===== config.mk =====
export PLATFORM = sky130hd
export DESIGN_NAME = tensor_product
export DESIGN_NICKNAME = d
export VERILOG_FILES = /design/src/verilog/tensor_num_pkg.sv /design/src/verilog/tensor_ctrl_pkg.sv /design/src/verilog/scalar_multiplier.sv /design/src/verilog/scalar_adder.sv /design/src/verilog/tensor_product.sv
export SDC_FILE = /design/constraint.sdc
export NUM_CORES = 1
export LEC_CHECK = 0
export ABC_AREA = 1
export ABC_CLOCK_PERIOD_IN_PS = 4210
export BUFFER_PORTS_ARGS = -buffer_cell sky130_fd_sc_hd__buf_2
export CAP_MARGIN = 10
export CELL_PAD_IN_SITES_DETAIL_PLACEMENT = 0
export CELL_PAD_IN_SITES_GLOBAL_PLACEMENT = 1
export CORE_ASPECT_RATIO = 1.2
export CORE_UTILIZATION = 25
export CTS_CLUSTER_DIAMETER = 30
export DETAILED_ROUTE_END_ITERATION = 16
export PLACE_DENSITY_LB_ADDON = 0.05
export SKIP_CTS_REPAIR_TIMING = 1
export SYNTH_ARGS = -nofsm -noshare
export SYNTH_HDL_FRONTEND = slang
export SYNTH_SLANG_ARGS = --single-unit

===== constraint.sdc =====
create_clock -name CLK -period 4.21 [get_ports CLK]
set_input_delay 1.263 -clock CLK [delete_from_list [all_inputs] [get_ports CLK]]
set_output_delay 1.263 -clock CLK [all_outputs]
set_load 0.01 [all_outputs]

===== src/verilog/tensor_num_pkg.sv =====
package tensor_num_pkg;

  ////////////////////////////////////////
  // Number format
  ////////////////////////////////////////

  // Signed fixed point Q16.16
  localparam int DATA_W = 32;
  localparam int FRAC_W = 16;

  // Full width of a magnitude product
  localparam int PROD_W = 2 * DATA_W;

  // One data word
  typedef logic signed [DATA_W-1:0] data_t;

  ////////////////////////////////////////
  // Saturation limits
  ////////////////////////////////////////

  // Largest positive word, just under 32768.0
  localparam data_t DATA_MAX = {1'b0, {(DATA_W-1){1'b1}}};

  // Most negative word, exactly -32768.0
  localparam data_t DATA_MIN = {1'b1, {(DATA_W-1){1'b0}}};

  ////////////////////////////////////////
  // Tensor extents
  ////////////////////////////////////////

  // Extents run 1 to 16, so one extra bit over the index range
  localparam int DIM_W = 5;

  // Extent or running index along i, j or k
  typedef logic [DIM_W-1:0] dim_t;

endpackage


===== src/verilog/tensor_ctrl_pkg.sv =====
package tensor_ctrl_pkg;

  ////////////////////////////////////////
  // Sequencer states
  ////////////////////////////////////////

  // Top level steps, one pass per operand pair
  typedef enum logic [2:0] {
    // Waiting for a command
    IDLE,
    // Waiting for the next element pair
    OPERAND,
    // Multiplier busy
    MULTIPLY,
    // Adder busy
    ACCUMULATE,
    // Holding one result on the output
    RESULT
  } ctrl_state_t;

  ////////////////////////////////////////
  // Multiplier timing
  ////////////////////////////////////////

  // One shift-add step per operand bit
  localparam int MUL_STEPS = 32;

  // Step counter width, must hold MUL_STEPS itself
  localparam int MUL_CNT_W = $clog2(MUL_STEPS + 1);

endpackage


===== src/verilog/scalar_multiplier.sv =====
module scalar_multiplier (
  input  logic                  CLK,
  input  logic                  RST,

  // Control
  input  logic                  start,
  output logic                  ready,

  // Operands and product
  input  tensor_num_pkg::data_t data_a,
  input  tensor_num_pkg::data_t data_b,
  output tensor_num_pkg::data_t result,
  output logic                  overflow
);

  import tensor_num_pkg::*;
  import tensor_ctrl_pkg::*;

  ////////////////////////////////////////
  // Signals
  ////////////////////////////////////////

  // Operand magnitudes
  logic [DATA_W-1:0]        mag_a_in;
  logic [DATA_W-1:0]        mag_b_in;

  // Shift-add state
  logic [PROD_W-1:0]        mcand;
  logic [DATA_W-1:0]        mplier;
  logic [PROD_W-1:0]        prod;
  logic                     neg;
  logic [MUL_CNT_W-1:0]     step_cnt;

  // Next partial product and its truncated and clamped form
  logic [PROD_W-1:0]        prod_next;
  logic [PROD_W-FRAC_W-1:0] prod_int;
  data_t                    sat_val;
  logic                     sat_ovf;
  logic                     last_step;

  ////////////////////////////////////////
  // Body
  ////////////////////////////////////////

  // Two's complement magnitude
  // DATA_MIN maps to 2^31
  assign mag_a_in = data_a[DATA_W-1] ? -data_a : data_a;
  assign mag_b_in = data_b[DATA_W-1] ? -data_b : data_b;

  assign last_step = (step_cnt == MUL_CNT_W'(1));

  always_comb begin
    // Add the shifted multiplicand when the current bit is set
    prod_next = mplier[0] ? prod + mcand : prod;

    // Drop the fraction bits of the magnitude
    // Truncates toward zero once the sign goes back on
    prod_int = prod_next[PROD_W-1:FRAC_W];

    if (!neg) begin
      // Anything at or above bit 31 does not fit
      sat_ovf = |prod_int[PROD_W-FRAC_W-1:DATA_W-1];
      sat_val = sat_ovf ? DATA_MAX : data_t'(prod_int[DATA_W-1:0]);
    end else begin
      // Negative side reaches one step further
      // 2^31 itself still fits
      sat_ovf = (|prod_int[PROD_W-FRAC_W-1:DATA_W]) ||
                (prod_int[DATA_W-1] && (|prod_int[DATA_W-2:0]));
      sat_val = sat_ovf ? DATA_MIN : -data_t'(prod_int[DATA_W-1:0]);
    end
  end

  // Step counter and ready pulse
  always_ff @(posedge CLK or posedge RST) begin
    if (RST) begin
      step_cnt <= '0;
      ready    <= 1'b0;
    end else begin
      ready <= 1'b0;
      if (start) begin
        step_cnt <= MUL_CNT_W'(MUL_STEPS);
      end else if (step_cnt != '0) begin
        step_cnt <= step_cnt - MUL_CNT_W'(1);
        // Result lands together with the last step
        if (last_step) begin
          ready <= 1'b1;
        end
      end
    end
  end

  // Operand latch, shift-add datapath and result register
  always_ff @(posedge CLK) begin
    if (start) begin
      mcand  <= PROD_W'(mag_a_in);
      mplier <= mag_b_in;
      prod   <= '0;
      neg    <= data_a[DATA_W-1] ^ data_b[DATA_W-1];
    end else if (step_cnt != '0) begin
      mcand  <= mcand << 1;
      mplier <= mplier >> 1;
      prod   <= prod_next;
      if (last_step) begin
        result   <= sat_val;
        overflow <= sat_ovf;
      end
    end
  end

endmodule


===== src/verilog/scalar_adder.sv =====
module scalar_adder (
  input  logic                  CLK,
  input  logic                  RST,

  // Control
  input  logic                  start,
  output logic                  ready,

  // Addends and sum
  input  tensor_num_pkg::data_t data_a,
  input  tensor_num_pkg::data_t data_b,
  output tensor_num_pkg::data_t result,
  output logic                  overflow
);

  import tensor_num_pkg::*;

  ////////////////////////////////////////
  // Signals
  ////////////////////////////////////////

  // Sum with one guard bit
  logic [DATA_W:0] sum_ext;

  // Clamped sum and its flag
  data_t           sat_val;
  logic            sat_ovf;

  ////////////////////////////////////////
  // Body
  ////////////////////////////////////////

  // Sign extend both addends by one bit
  assign sum_ext = {data_a[DATA_W-1], data_a} + {data_b[DATA_W-1], data_b};

  // Guard and sign bits disagree on signed overflow
  assign sat_ovf = sum_ext[DATA_W] ^ sum_ext[DATA_W-1];

  always_comb begin
    if (!sat_ovf) begin
      sat_val = data_t'(sum_ext[DATA_W-1:0]);
    end else if (sum_ext[DATA_W]) begin
      // True sum below the range
      sat_val = DATA_MIN;
    end else begin
      // True sum above the range
      sat_val = DATA_MAX;
    end
  end

  // Ready follows start by one cycle
  always_ff @(posedge CLK or posedge RST) begin
    if (RST) begin
      ready <= 1'b0;
    end else begin
      ready <= start;
    end
  end

  // Sum register, held between starts
  always_ff @(posedge CLK) begin
    if (start) begin
      result   <= sat_val;
      overflow <= sat_ovf;
    end
  end

endmodule


===== src/verilog/tensor_product.sv =====
module tensor_product (
  input  logic                  CLK,
  input  logic                  RST,

  // Command channel
  input  logic                  cmd_valid,
  output logic                  cmd_ready,
  input  tensor_num_pkg::dim_t  size_i,
  input  tensor_num_pkg::dim_t  size_j,
  input  tensor_num_pkg::dim_t  size_k,

  // Operand channel
  input  logic                  in_valid,
  output logic                  in_ready,
  input  tensor_num_pkg::data_t data_a,
  input  tensor_num_pkg::data_t data_b,

  // Result channel
  output logic                  out_valid,
  input  logic                  out_ready,
  output tensor_num_pkg::data_t out_data,
  output logic                  out_overflow
);

  import tensor_num_pkg::*;
  import tensor_ctrl_pkg::*;

  ////////////////////////////////////////
  // Signals
  ////////////////////////////////////////

  // Sequencer
  ctrl_state_t state;
  ctrl_state_t state_next;

  // Handshake strobes
  logic        cmd_fire;
  logic        in_fire;
  logic        out_fire;

  // Latched extents and running indices
  dim_t        size_i_q;
  dim_t        size_j_q;
  dim_t        size_k_q;
  dim_t        i_idx;
  dim_t        j_idx;
  dim_t        k_idx;
  logic        last_i;
  logic        last_j;
  logic        last_k;

  // Current operand pair
  data_t       a_q;
  data_t       b_q;

  // Running sum and sticky overflow for one (i, j)
  data_t       acc;
  logic        acc_ovf;

  // Multiplier link
  logic        mul_start;
  logic        mul_ready;
  data_t       mul_result;
  logic        mul_overflow;

  // Adder link
  logic        add_start;
  logic        add_ready;
  data_t       add_result;
  logic        add_overflow;

  ////////////////////////////////////////
  // Handshakes and index limits
  ////////////////////////////////////////

  assign cmd_fire = cmd_valid & cmd_ready;
  assign in_fire  = in_valid & in_ready;
  assign out_fire = out_valid & out_ready;

  assign last_i = (i_idx == size_i_q - dim_t'(1));
  assign last_j = (j_idx == size_j_q - dim_t'(1));
  assign last_k = (k_idx == size_k_q - dim_t'(1));

  // Product goes straight to the adder
  assign add_start = (state == MULTIPLY) & mul_ready;

  // Accumulator is the output word in RESULT
  assign out_data     = acc;
  assign out_overflow = acc_ovf;

  ////////////////////////////////////////
  // Sequencer
  ////////////////////////////////////////

  always_comb begin
    state_next = state;
    case (state)
      IDLE: begin  // STEP 0
        if (cmd_fire) begin
          state_next = OPERAND;
        end
      end
      OPERAND: begin  // STEP 1
        if (in_fire) begin
          state_next = MULTIPLY;
        end
      end
      MULTIPLY: begin  // STEP 2
        if (mul_ready) begin
          state_next = ACCUMULATE;
        end
      end
      ACCUMULATE: begin  // STEP 3
        // Last k closes the sum for this (i, j)
        if (add_ready) begin
          state_next = last_k ? RESULT : OPERAND;
        end
      end
      RESULT: begin  // STEP 4
        if (out_fire) begin
          state_next = (last_i && last_j) ? IDLE : OPERAND;
        end
      end
      default: begin
        state_next = IDLE;
      end
    endcase
  end

  // State and registered ready/valid outputs
  // Outputs stay low while RST is high
  always_ff @(posedge CLK or posedge RST) begin
    if (RST) begin
      state     <= IDLE;
      cmd_ready <= 1'b0;
      in_ready  <= 1'b0;
      out_valid <= 1'b0;
      mul_start <= 1'b0;
    end else begin
      state     <= state_next;
      cmd_ready <= (state_next == IDLE);
      in_ready  <= (state_next == OPERAND);
      out_valid <= (state_next == RESULT);
      // One cycle after the operand transfer
      mul_start <= in_fire;
    end
  end

  ////////////////////////////////////////
  // Index counters
  ////////////////////////////////////////

  always_ff @(posedge CLK or posedge RST) begin
    if (RST) begin
      i_idx <= '0;
      j_idx <= '0;
      k_idx <= '0;
    end else if (cmd_fire) begin
      i_idx <= '0;
      j_idx <= '0;
      k_idx <= '0;
    end else if ((state == ACCUMULATE) && add_ready) begin
      // k innermost
      k_idx <= last_k ? '0 : k_idx + dim_t'(1);
    end else if (out_fire) begin
      // j wraps into i, i past the end only in IDLE
      if (last_j) begin
        j_idx <= '0;
        i_idx <= i_idx + dim_t'(1);
      end else begin
        j_idx <= j_idx + dim_t'(1);
      end
    end
  end

  ////////////////////////////////////////
  // Datapath registers
  ////////////////////////////////////////

  always_ff @(posedge CLK) begin
    if (cmd_fire) begin
      size_i_q <= size_i;
      size_j_q <= size_j;
      size_k_q <= size_k;
      acc      <= '0;
      acc_ovf  <= 1'b0;
    end
    if (in_fire) begin
      a_q <= data_a;
      b_q <= data_b;
    end
    if ((state == ACCUMULATE) && add_ready) begin
      // Multiplier still holds its flag at this point
      acc     <= add_result;
      acc_ovf <= acc_ovf | mul_overflow | add_overflow;
    end else if (out_fire) begin
      // Fresh sum for the next (i, j)
      acc     <= '0;
      acc_ovf <= 1'b0;
    end
  end

  ////////////////////////////////////////
  // Arithmetic units
  ////////////////////////////////////////

  scalar_multiplier u_multiplier (
    .CLK     (CLK),
    .RST     (RST),
    .start   (mul_start),
    .ready   (mul_ready),
    .data_a  (a_q),
    .data_b  (b_q),
    .result  (mul_result),
    .overflow(mul_overflow)
  );

  scalar_adder u_adder (
    .CLK     (CLK),
    .RST     (RST),
    .start   (add_start),
    .ready   (add_ready),
    .data_a  (acc),
    .data_b  (mul_result),
    .result  (add_result),
    .overflow(add_overflow)
  );

endmodule


# After elaboration in Yosys (flattened, before gate mapping)
# Index checks and enable logic that the tools add are counted.
# W data, S select, Z words.
[word_totals] wordCells=122 ff_bits=369 output_inout_bits=36 inputBits=84
[classes] n_bitwise=9 muxes=43 n_eq_ne=11 n_addsub=12 reduce_logical=19
[ops] op="$mux W32" n=14
[ops] op="$neg A32 Y32" n=3
[ops] op="$add A64 B64 Y64" n=1
[ops] op="$mux W64" n=1
[ops] op="$mux W5" n=11
[ops] op="$add A32 B32 Y33" n=1
[ops] op="$reduce_or A31 Y1" n=1
[ops] op="$mux W3" n=6
[ops] op="$reduce_or A17 Y1" n=1
[ops] op="$reduce_or A16 Y1" n=1
[ops] op="$add A5 B1 Y5 const B" n=3
[ops] op="$eq A5 B5 Y1" n=3
[ops] op="$pmux W3 S5" n=1
[ops] op="$sub A5 B1 Y5 const B" n=3
[ops] op="$mux W6" n=2
[ops] op="$mux W1" n=8
[ops] op="$reduce_bool A2 Y1" n=4
[ops] op="$eq A3 B1 Y1 const B" n=2
[ops] op="$eq A3 B2 Y1 const B" n=2
[ops] op="$eq A3 B3 Y1 const B" n=2
[ops] op="$eq A6 B1 Y1 const B" n=1
[ops] op="$logic_not A3 Y1" n=2
[ops] op="$reduce_and A3 Y1" n=2
[ops] op="$reduce_bool A6 Y1" n=1
[ops] op="10 further kinds" n=18

# Logic depth before layout (Yosys ltp)
# Gate-level depths: netlist (run 1).
[depth] ltp_word=7 ltp_mapped=25 mapped_depth_nobuf=25

# Hierarchy
# Synthesis (run 1) repeated with hierarchy kept, for this count alone.
[unflattened] hier_cells=3537 area_unflattened_um2=25323.0
[modules_own_cells] module="scalar_multiplier" area_per_inst_um2=16432.0 cells_per_inst=2565 seq_area_each_um2=5039.8 instances=1
[modules_own_cells] module="tensor_product" area_per_inst_um2=5316.3 cells_per_inst=444 seq_area_each_um2=3913.8 instances=1
[modules_own_cells] module="scalar_adder" area_per_inst_um2=3574.7 cells_per_inst=528 seq_area_each_um2=1016.0 instances=1

# Worst setup path after synthesis (run 1)
# Ideal clock, no wire load.
[synth_path] path_type="register -> register" startpoint="register u_multiplier.step_cnt[0]" endpoint="register u_multiplier.mcand[0], enable pin" path_slack_ps=548 setup_time_ps=453 synth_period_minus_slack_ps=3662 arrival_time_ps=3209 stages_incl_launch_ff=8 required_ps=3757 path_buffers=2 path_cell_list="dfrtp_1 -> inv_1 -> ha_1 -> nand3_1 -> nor2_1 -> inv_1 -> clkbuf_1 -> clkbuf_1"
[synth_via] elab_chain_len=2
[synth_rtl] element="from (decl)" line_no="scalar_multiplier.sv:32" text="logic [MUL_CNT_W-1:0] step_cnt;"
[synth_rtl] element="from (signal assigned)" line_no="scalar_multiplier.sv:81" text="step_cnt <= MUL_CNT_W'(MUL_STEPS);"
[synth_rtl] element="from (signal assigned)" line_no="scalar_multiplier.sv:83" text="step_cnt <= step_cnt - MUL_CNT_W'(1);"
[synth_rtl] element="$reduce_bool A6 Y1" line_no="scalar_multiplier.sv:99" text="end else if (step_cnt != '0) begin"
[synth_rtl] element="$reduce_bool A2 Y1 (no source line)"
[synth_rtl] element="to (signal assigned)" line_no="scalar_multiplier.sv:95" text="mcand <= PROD_W'(mag_a_in);"
[synth_rtl] element="to (signal assigned)" line_no="scalar_multiplier.sv:100" text="mcand <= mcand << 1;"
[synth_rtl] element="to (decl)" line_no="scalar_multiplier.sv:28" text="logic [PROD_W-1:0] mcand;"
# Every way passes these cells.
# A chain may end at the register's enable or synchronous reset.

# Worst setup path in the final report (run 1)
[layout_path] startpoint="register u_multiplier.mcand[46]" endpoint="register u_multiplier.result[18] (data pin)"
[layout_via] elab_chain_len=7 elab_cells_between_ends=10 cone_classes="add/sub (1); mux (4); reduce/logical (5)"
[layout_rtl] element="$add A64 B64 Y64 *" line_no="scalar_multiplier.sv:54" text="prod_next = mplier[0] ? prod + mcand : prod;"
[layout_rtl] element="$mux W64 *" line_no="scalar_multiplier.sv:54"
[layout_rtl] element="$reduce_or A31 Y1" line_no="scalar_multiplier.sv:68" text="(prod_int[DATA_W-1] && (|prod_int[DATA_W-2:0]));"
[layout_rtl] element="$logic_and A1 B1 Y1" line_no="scalar_multiplier.sv:68"
[layout_rtl] element="$logic_or A1 B1 Y1" line_no="scalar_multiplier.sv:67" text="sat_ovf = (|prod_int[PROD_W-FRAC_W-1:DATA_W]) ||"
[layout_rtl] element="$mux W32" line_no="scalar_multiplier.sv:69" text="sat_val = sat_ovf ? DATA_MIN : -data_t'(prod_int[DATA_W-1:0]);"
[layout_rtl] element="$mux W32 *" line_no="scalar_multiplier.sv:60" text="if (!neg) begin"
[layout_rtl] element="via u_multiplier.sat_val[18]" line_no="scalar_multiplier.sv:37" text="data_t sat_val;"
[layout_rtl] element="to (signal assigned)" line_no="scalar_multiplier.sv:104" text="result <= sat_val;"
[layout_rtl] element="to (decl)" line_no="scalar_multiplier.sv:12" text="output tensor_num_pkg::data_t result,"
# Mark *: on every way through the listed nets, which the timed path passes. The rest lies on a longest branch.

==> results of run 1 <==
-- cell families (layout without fill, tap and decap cells) --
kind of cell	Yosys count	after routing
buffers and inverters	684	982
adder cells (fa/ha/maj)	109	109
AND/OR/NAND/NOR	1797	1797
flip-flops	369	369
XOR/XNOR	135	135
AO/OA/AOI/OAI	423	423
-- routing by layer --
| layer | track usage, % | vias to the layer above | share of wire, % |
|---|---|---|---|
| met4 | 11.21 | 0 | 5.6 |
| met3 | 2.903 | 181 | 3.3 |
| li1 | - | 11710 | - |
| met1 | 20.44 | 10430 | 41 |
| met2 | 33.78 | 419 | 50 |
| met5 | 0 | - | 0 |
-- registers in the layout, indices dropped and copies added, names as in the netlist, 32 cells and up --
register / flops
out_data: 32
a_q: 32
u_multiplier.prod: 64
u_multiplier.result: 32
u_multiplier.mplier: 32
b_q: 32
u_adder.result: 32
u_multiplier.mcand: 64
-- how the worst max path moves through the flow --
stage	slack [ns]	startpoint	endpoint
2_1_floorplan	0.55	u_multiplier.step_cnt[0]$_DFFE_PP0P_	u_multiplier.mcand[0]$_SDFFCE_PN0P_
3_3_place_gp	-0.006	u_multiplier.mcand[7]$_DFFE_PP_	u_multiplier.result[31]$_DFFE_PP_
3_5_place_dp	-0.02	u_multiplier.mcand[7]$_DFFE_PP_	u_multiplier.result[26]$_DFFE_PP_
4_1_cts	-0.04	u_multiplier.mcand[7]$_DFFE_PP_	u_multiplier.result[26]$_DFFE_PP_
5_1_grt	0.008	u_multiplier.mcand[0]$_SDFFCE_PN0P_	u_multiplier.result[31]$_DFFE_PP_
6_report	0.26	u_multiplier.mcand[46]$_SDFFE_PP0N_	u_multiplier.result[18]$_DFFE_PP_
-- Yosys cell counts (7+ instances only) --
master / count / area [um^2]
xnor2_1: 48 / 420.4
a21oi_1: 108 / 540.5
nand2_1: 1074 / 4031
o22ai_1: 64 / 400.4
nor2_2: 32 / 200.2
nand3b_1: 10 / 75.07
edfxtp_1: 243 / 7297
nand4_1: 33 / 206.5
o21bai_1: 7 / 52.55
inv_1: 584 / 2192
dfxtp_1: 96 / 1922
nor3_1: 45 / 225.2
ha_1: 107 / 1339
nor4_1: 9 / 56.30
buf_2: 13 / 65.06
o21ai_0: 173 / 865.8
inv_2: 19 / 71.32
nand3_2: 15 / 150.1
xor2_1: 87 / 762.0
or2_2: 8 / 50.05
nor2_1: 301 / 1130
o21ai_1: 27 / 135.1
a31oi_1: 15 / 93.84
nand2_2: 38 / 237.7
dfrtp_1: 30 / 750.7
buf_1: 7 / 26.28
nand3_1: 208 / 1041
nand2_4: 7 / 78.83
clkbuf_1: 50 / 187.7
-- power by group --
group | total, W | internal [W] | switching [W]
Clock | 0.00802 | 0.00547 | 0.00255
Combinational | 0.0128 | 0.00379 | 0.00903
Sequential | 0.00587 | 0.00514 | 0.000729
Total | 0.0267 | 0.0144 | 0.0123
-- worst register-to-register path, stage by stage, from the launching register on --
cell and delay, ns:
dfxtp_1 0.32, ha_1 0.50, nand2_1 0.15, nor2_1 0.25, nand2_1 0.21, nor4_1 0.55
nand2_1 0.30, nand2_1 0.16, nand2_1 0.06, nand3_1 0.07, nand2_1 0.06, nor2_1 0.10
nand2_1 0.08, nor2_1 0.14, buf_4 0.14, nand2_1 0.16, a21oi_4 0.19, buf_12 0.19
nand3_1 0.11, nand2_1 0.09
-- through the flow --
stage	worst slack, ns	cells
floorplan	0.5479	3517
global placement	-0.005823	4910
detailed placement	-0.02067	4910
CTS	-0.03713	5105
global route	0.008403	5105
finish	0.2597	5105
-- final cells by class --
type	count	area share [%]
clock buffers	118	8.558
repair buffers	179	3.588
multi-input cells	2464	40.41
well taps	1290	5.166
clock inverters	77	3.055
inverters	608	7.320
flip-flops and latches	369	31.91
==> flow_summary.json, run 1 <==
{
  "die_area_um2": 101800,
  "slew_violations": 0,
  "powerDensity_nw_per_um2": 854.9,
  "reg2reg_depth": 19,
  "clock.fmax_mhz": 253.1,
  "grt_pass1_vias": 23750,
  "grt_pass1_wl_mm": 142.2,
  "synth_top_family_by_area": "simple AND/OR/NAND/NOR gates",
  "path_common_cell": "nand2_1",
  "synthArstFlopShare_pct": 8.130,
  "peakVddDrop_v": 0.0004489,
  "die_x_um": 291.5,
  "hpwlAfterDp_mm": 77.10,
  "synth-adder-area-share_pct": 5.484,
  "die_h_um": 349.4,
  "wirelength_mm": 94.65,
  "period_minus_slack_ns": 3.950,
  "relSlewSlack_pct": 38.26,
  "area_delta_synth_final_pct": 24.28,
  "path_cells": "ha_1 > nand2_1 > nor2_1 > nand2_1 > nor4_1 > nand2_1 > nand2_1 > nand2_1 > nand3_1 > nand2_1 > nor2_1 > nand2_1 > nor2_1 > buf_4 > nand2_1 > a21oi_4 > buf_12 > nand3_1 > nand2_1",
  "synth_compound_area_share_pct": 9.277,
  "synth_area_um2": 25140,
  "max_stage_delay_ns": 0.55,
  "fin_tns_setup_ns": 0,
  "avgSynthCellArea_um2": 7.148,
  "io_pins": 120,
  "clk_path_buf_depth": 3,
  "finalCritPeriodShare_pct": 93.83,
  "postSynthCellCount": 3517,
  "cap_violations": 0,
  "regToRegSetupSlack_ns": 0.26,
  "synth-simple-area-share_pct": 30.47,
  "synth_cell_type_count": 54,
  "placed_area_um2": 27560,
  "fin_util_pct": 31.31,
  "root_buffer": "clkbuf_16",
  "p_leak_nw": 14.93,
  "hold_viol": 0,
  "critPathMaxFanout": 24,
  "final_common_cell": "nand2_1",
  "slowest_stage": "nor4_1",
  "crit_arrival_ns": 4.52,
  "ant_nets": 0,
  "antennaDiodeCount": 0,
  "hold_class": "reg2reg",
  "cts_buffers": 103,
  "critPathCaptureType": "flip-flop",
  "hp-start": "u_multiplier.prod[2]$_SDFFE_PP0P_",
  "reg2reg_from": "u_multiplier.mcand[46]$_SDFFE_PP0N_",
  "ys.flop_type": "edfxtp_1",
  "grt_util_all_layers_pct": 18.64,
  "cts.htree.levels": 3,
  "place_congestion": 0.9238,
  "reg2reg_to": "u_multiplier.result[18]$_DFFE_PP_",
  "cts_tree": "yes",
  "drc_errors": 0,
  "layout-drive-gt1-share_pct": 13.08,
  "final_cell_mix": "nand2_1 (1072), inv_1 (580), nor2_1 (298), edfxtp_1 (243), nand3_1 (207)",
  "grt_max_degree": 132,
  "grt_overflow": 0,
  "fin_total_pwr_w": 0.02671,
  "firstDrtPassIters": 5,
  "cts_sinks": 369,
  "synthMuxAreaShare_pct": 0,
  "status": "complete, no violations",
  "antenna_found_initial": 0,
  "cp_num_buf_inv": 2,
  "multi_input_area_um2": 12620,
  "tightest_slew_ns": 0.9261,
  "core_um2": 99790,
  "synthXorXnorAreaFrac_pct": 4.703,
  "clkLatencyLatePin_ns": 0.70,
  "worst_setup_path_start_kind": "flip-flop",
  "ys_seq_area_share_pct": 39.66,
  "synth_nets": 3710,
  "hold_slack_ns": 0.4736,
  "required_ns": 4.78,
  "viasPerCell": 4.453,
  "path_class": "reg2reg",
  "finClkSkew_ns": 0.05941,
  "start_util_pct": 25.19,
  "rsz0062_at_grt": "false",
  "wl_per_cell_um": 18.54,
  "path_depth": 19,
  "n_fill_cell": 10880,
  "hold_depth": 2,
  "port_buffers": 119,
  "first_iter_violations": 1019,
  "setup_viol": 0,
  "num_vias": 22730,
  "path_clk_slew_ns": 0.05,
  "fin_area_um2": 31250,
  "crit_family": "simple AND/OR/NAND/NOR gates",
  "nets": 3918,
  "yosysWarningCount": 0,
  "ys_ff_latch": 369,
  "regArea_um2": 9970,
  "synth_edf_count": 243,
  "std_cell_rows": 127,
  "min_to": "u_multiplier.prod[2]$_SDFFE_PP0P_"
}
No activity file was read; power rests on OpenSTA's default activity.
==> inputs of run 2 (changes only) <==
- CORE_MARGIN: default -> 1.5
- CORE_UTILIZATION: 25 -> 46
- HOLD_SLACK_MARGIN: default -> 0.02
==> run 2 against run 1 <==
- critical endpoint is now u_multiplier.result[23]$_DFFE_PP_
- clock-buffer cell count is 29 lower
- routed wire length is 17% lower
- combinational power is 7% lower
- register-to-register slack better by 0.02 ns
- maximum frequency is 0.45% higher
- highest routed layer unchanged
- power is 9.7% lower
==> flow_summary.json, run 2 (synthesis results as in run 1) <==
{
  "antennaDiodeCount": 0,
  "hold_viol": 0,
  "core_um2": 53880,
  "period_minus_slack_ns": 3.933,
  "place_ws_ns": 0.2853,
  "status": "complete, no violations",
  "final_common_cell": "nand2_1",
  "path_clk_slew_ns": 0.05,
  "io_pins": 120,
  "hold_slack_ns": 0.4698,
  "grt_overflow": 0,
  "hpwlAfterDp_mm": 62.85,
  "power_frac_comb_pct": 49.4,
  "finClkSkew_ns": 0.02335,
  "path_class": "reg2reg",
  "clk_path_buf_depth": 3,
  "port_buffers": 119,
  "cts_tree": "yes",
  "critPathMaxFanout": 14,
  "drc_errors": 0,
  "root_buffer": "clkbuf_16",
  "worst_setup_path_start_kind": "flip-flop",
  "grt_pass1_vias": 22360,
  "cts.htree.levels": 3,
  "relSlewSlack_pct": 30.75,
  "stdcell_count": 4462,
  "die_x_um": 216.4,
  "cts_buffers": 82,
  "viasPerCell": 5.127,
  "tightest_slew_ns": 1.038,
  "seq_power_share_pct": 24.3,
  "dp.cells": 4308,
  "finalCritPeriodShare_pct": 93.41,
  "fin_util_pct": 54.64,
  "internal_power_w": 0.01279,
  "slew_violations": 0,
  "final_cell_mix": "nand2_1 (1072), inv_1 (580), nor2_1 (300), edfxtp_1 (243), nand3_1 (207)",
  "first_iter_violations": 1417,
  "wl_per_cell_um": 17.65,
  "clkLatencyLatePin_ns": 0.63,
  "wirelength_mm": 78.77,
  "std_cell_rows": 93,
  "critPathCaptureType": "flip-flop",
  "grt_pass1_wl_mm": 121.0,
  "num_vias": 22880,
  "powerDensity_nw_per_um2": 819.2,
  "cts_sinks": 369,
  "nets": 3874,
  "grt_util_all_layers_pct": 27.98,
  "cap_violations": 0,
  "required_ns": 4.70,
  "die_h_um": 259.1,
  "p_leak_nw": 14.43,
  "reg.largest.list": "u_multiplier.mcand x64, u_multiplier.prod x64",
  "grt_max_degree": 87,
  "firstDrtPassIters": 8,
  "start_util_pct": 46.66,
  "layout-drive-gt1-share_pct": 11.79,
  "clkPwrFrac_pct": 26.3,
  "die_area_um2": 56070,
  "swShare_pct": 46.96,
  "place_congestion": 0.9819,
  "setup_ws_ns": 0.2774,
  "clock.fmax_mhz": 254.3,
  "ant_nets": 0,
  "antenna_found_initial": 1,
  "peakVddDrop_v": 0.0004479,
  "hold_class": "reg2reg",
  "crit_arrival_ns": 4.42,
  "setup_viol": 0,
  "power.switching_w": 0.01133,
  "area_delta_synth_final_pct": 17.10
}
-- run 2: cell count changes in the layout (fill, tap and decap cells not counted), moves of 6 or more --
cell,before,now
inv_6,4,13
clkinvlp_4,15,9
buf_4,54,34
bufinv_16,15,7
clkinv_1,19,9
clkbuf_16,103,82
-- run 2: worst paths after layout --
path,start,end,slack (ns),cells past startpoint
max,u_multiplier.mcand[8]$_DFFE_PP_,u_multiplier.result[23]$_DFFE_PP_,0.28,22
min,u_multiplier.prod[2]$_SDFFE_PP0P_,u_multiplier.prod[2]$_SDFFE_PP0P_,0.47,2
max reg2reg,u_multiplier.mcand[8]$_DFFE_PP_,u_multiplier.result[23]$_DFFE_PP_,0.28,22
min reg2reg,u_multiplier.prod[2]$_SDFFE_PP0P_,u_multiplier.prod[2]$_SDFFE_PP0P_,0.47,2
max in group asynchronous,RST,i_idx[2]$_DFFE_PP0P_,3.06,3
min in group asynchronous,RST,k_idx[4]$_DFFE_PP0P_,0.67,2
-- run 2: layout make-up --
type / count / area, um^2
multi-input cells: 2464 / 12570
inverters: 608 / 2286
clock buffers: 89 / 2078
fillers: 5205 / 24440
well taps: 712 / 890.9
flip-flops and latches: 369 / 9970
repair buffers: 156 / 918.4
clock inverters: 64 / 724.4
-- run 2: worst max-delay path: stages, from the launching register on --
cell and delay [ns]:
edfxtp_1 0.43, ha_1 0.41, nand2_1 0.17, inv_1 0.05, nand2_1 0.06, nand2_1 0.08, inv_1 0.08, nand3_2 0.18
nand2_1 0.16, nand2_1 0.15, nand2_1 0.09, nand3_1 0.11, o21ai_2 0.20, ha_2 0.29, nand3_1 0.12, nor2_2 0.19
nand3_4 0.14, nor2_8 0.19, nand3_4 0.10, a21oi_4 0.13, buf_4 0.23, nand3_1 0.11, nand2_1 0.09
-- run 2: through the flow --
| stage | TNS [ns] | cell area [um^2] | total power, W |
|---|---|---|---|
| finish | 0 | 29440 | 0.02412 |
| global route | -0.0003566 | 29440 | 0.02585 |
| CTS | 0 | 29400 | 0.02410 |
| detailed placement | 0 | 26600 | 0.01764 |
| global placement | 0 | 26600 | 0.01752 |
| floorplan | 0 | 25140 | 0.01395 |
-- run 2: routing by layer --
metal | up-vias | GRT usage [%] | share of wire, %
met4 | 0 | 15.03 | 5.1
li1 | 11610 | - | -
met5 | - | 0 | 0
met3 | 170 | 3.351 | 4.0
met1 | 10510 | 31.85 | 41
met2 | 591 | 50.96 | 50
-- run 2: power by group through the flow --
stage / registers [W] / logic [W] / clock network (W)
after floorplan: 0.00565 / 0.00830 / 0
after global placement: 0.00587 / 0.0117 / 0
after detailed placement: 0.00591 / 0.0117 / 0
after CTS: 0.00586 / 0.0118 / 0.00644
after global routing: 0.00597 / 0.0132 / 0.00663
final: 0.00587 / 0.0119 / 0.00634
==> inputs of run 3 (changes only) <==
- ABC_AREA: 1 -> default
- CORE_UTILIZATION: 46 -> 48
==> run 3 against run 2 <==
- cell count is 17% lower
- power is 17% higher
- routed wire length is 18% lower
- critical path depth is 4 lower
- the flow now finishes with violations (negative setup slack)
- area after synthesis is 10% lower
- clock skew is 0.0061 ns lower
- sequential share of layout area is 0.74 points lower
==> flow_summary.json, run 3 <==
{
  "layout-drive-gt1-share_pct": 26.51,
  "hpwlAfterDp_mm": 48.36,
  "synth_cell_type_count": 85,
  "final_cell_mix": "buf_4 (454), nand2_1 (276), nor2_1 (245), edfxtp_1 (243), a21oi_1 (240)",
  "slowest_stage": "o311ai_0",
  "io_pins": 120,
  "regArea_um2": 9973,
  "cts_tree": "yes",
  "stdcell_count": 3687,
  "ys.flop_type": "edfxtp_1",
  "max_stage_delay_ns": 0.47,
  "yosysWarningCount": 0,
  "p_leak_nw": 12.57,
  "std_cell_rows": 86,
  "clock.fmax_mhz": 206.6,
  "finClkSkew_ns": 0.01728,
  "clkLatencyLatePin_ns": 0.61,
  "slew_violations": 0,
  "grt_util_met3_pct": 3.443,
  "cts_buffers": 84,
  "synth_edf_count": 243,
  "wl_per_cell_um": 17.42,
  "grt.busiest_layer": "met2",
  "tightest_slew_ns": 1.143,
  "ant_nets": 0,
  "cap_violations": 0,
  "synth_most_common_cell": "nand2_1",
  "antennaDiodeCount": 0,
  "core_um2": 46160,
  "worst_setup_path_start_kind": "flip-flop",
  "antenna_found_initial": 0,
  "first_iter_violations": 1058,
  "wirelength_mm": 64.23,
  "path_class": "reg2reg",
  "yosysTopAreaCell": "edfxtp_1",
  "postSynthCellCount": 2456,
  "grt_util_all_layers_pct": 26.17,
  "fin_area_um2": 30110,
  "n_fill_cell": 3852,
  "area_delta_synth_final_pct": 33.64,
  "period_minus_slack_ns": 4.841,
  "die_area_um2": 48240,
  "die_x_um": 200.8,
  "finalCritPeriodShare_pct": 115.0,
  "dp.cells": 3519,
  "path_clk_slew_ns": 0.04,
  "place_ws_ns": -1.119,
  "hold_viol": 0,
  "setup_viol": 33,
  "place_congestion": 0.9194,
  "synth_nets": 2649,
  "viasPerCell": 5.516,
  "critPathMaxFanout": 10,
  "synth_area_um2": 22530,
  "multi_input_area_um2": 12220,
  "yosys-top-cells-count": "nand2_1 (277), nor2_1 (248), a21oi_1 (243), edfxtp_1 (243), o21ai_0 (137)",
  "ys_seq_area_share_pct": 44.26,
  "grt_pass1_vias": 20090,
  "required_ns": 4.64,
  "cts.htree.levels": 3,
  "final_common_cell": "buf_4",
  "path_common_cell": "buf_4",
  "grt_overflow": 0,
  "num_vias": 20340,
  "fin_tns_setup_ns": -16.52,
  "failed_checks": "negative setup slack",
  "drc_errors": 0,
  "setup_ws_ns": -0.6310,
  "placed_area_um2": 26860,
  "cts_sinks": 369,
  "powerDensity_nw_per_um2": 938.8,
  "ys_ff_latch": 369,
  "hold_slack_ns": 0.4540,
  "start_util_pct": 48.80,
  "grtUsageMet2_pct": 47.82,
  "root_buffer": "clkbuf_16",
  "grt_max_degree": 118,
  "port_buffers": 119,
  "critPathCaptureType": "flip-flop",
  "rsz0062_at_grt": "true",
  "peakVddDrop_v": 0.0005741,
  "synthArstFlopShare_pct": 8.130,
  "die_h_um": 240.3,
  "firstDrtPassIters": 6,
  "synth_top_area_share_pct": 32.39,
  "path_cells": "ha_1 > a21o_1 > nand4_1 > buf_4 > a2111o_1 > buf_4 > and2_1 > o311ai_0 > buf_4 > nand4_1 > a211o_1 > nor4_4 > nand4_2 > a2111oi_4 > buf_6 > buf_6 > o21ai_0 > a22oi_1",
  "clk_path_buf_depth": 3,
  "synth_area_leaders": "edfxtp_1 (32%), dfxtp_1 (8.5%), ha_1 (5.9%), a21oi_1 (5.4%), nand2_1 (4.6%)",
  "relSlewSlack_pct": 23.77,
  "use_met1_pct": 31.37,
  "avgSynthCellArea_um2": 9.172,
  "crit_arrival_ns": 5.28,
  "reg.largest.list": "u_multiplier.mcand x64, u_multiplier.prod x64",
  "hold_class": "reg2reg",
  "status": "complete, but fails checks",
  "nets": 3194,
  "grt_pass1_wl_mm": 101.4
}
## run 3: cell count changes after synthesis, sizes merged, moves of 35 or more
cell	previous run	this run
nand2	1119	277
inv	603	58
nand3	225	59
a21oi	109	248
nor2	339	249
o22ai	64	4
o21ai	204	151
clkbuf	50	99
a211oi	1	49
a21o	1	48
and2	5	48
nor3	47	82
## run 3: report_power, final
part,internal (W),switching (W)
registers,0.00512,0.000702
clock network,0.00437,0.00208
logic,0.00749,0.00849
total,0.0170,0.0113
## run 3: layout make-up
| type | instances | area share [%] |
|---|---|---|
| multi-input cells | 1909 | 40.59 |
| flip-flops and latches | 369 | 33.13 |
| repair buffers | 578 | 13.57 |
| clock buffers | 103 | 7.394 |
| well taps | 616 | 2.560 |
| clock inverters | 53 | 2.024 |
| inverters | 59 | 0.7356 |
## run 3: stage by stage
stage          utilization, %  total power [W]
6_report                65.22          0.02826
4_1_cts                 64.33          0.02781
2_1_floorplan               -          0.01389
5_1_grt                 65.22          0.03007
3_5_place_dp            58.19          0.02119
3_3_place_gp            58.19          0.02099
## run 3: routing by layer
layer  vias to the layer above  wire length [um]
li1                      10180                 -
met1                      9598             27690
met2                       426             32270
met4                         0              1886
met5                         -                 0
met3                       134              2387
## run 3: cell families (layout without fill, tap and decap cells)
| family | count (synthesis) | in the layout | share of synthesized area (%) |
|---|---|---|---|
| and+or+nand+nor | 911 | 912 | 19.17 |
| AOI/OAI and AO/OA | 707 | 707 | 20.13 |
| DFF | 369 | 369 | 44.26 |
| buffers and inverters | 179 | 793 | 3.083 |
| xor gates and xnor gates | 151 | 151 | 5.871 |
| adders and majority gates | 117 | 117 | 6.476 |
| muxes | 22 | 22 | 1.005 |
## run 3: worst paths after layout
path	startpoint	endpoint	slack, ns	cells after the start
min	u_multiplier.prod[4]$_SDFFE_PP0P_	u_multiplier.prod[4]$_SDFFE_PP0P_	0.45	2
max reg2reg	u_multiplier.mcand[1]$_DFFE_PP_	u_multiplier.result[9]$_DFFE_PP_	-0.63	18
min in group asynchronous	RST	u_multiplier.step_cnt[2]$_DFFE_PP0P_	0.62	2
min reg2reg	u_multiplier.prod[4]$_SDFFE_PP0P_	u_multiplier.prod[4]$_SDFFE_PP0P_	0.45	2
max in group asynchronous	RST	i_idx[2]$_DFFE_PP0P_	3.16	3
max	u_multiplier.mcand[1]$_DFFE_PP_	u_multiplier.result[9]$_DFFE_PP_	-0.63	18
## run 3: worst max-delay path: cells and delay by family (launching register included)
kind / cells / cell delay [ns]
AOI/OAI and AO/OA: 7 / 2.04
and+or+nand+nor: 5 / 1.01
buffers and inverters: 5 / 0.92
DFF: 1 / 0.39
adders and majority gates: 1 / 0.29
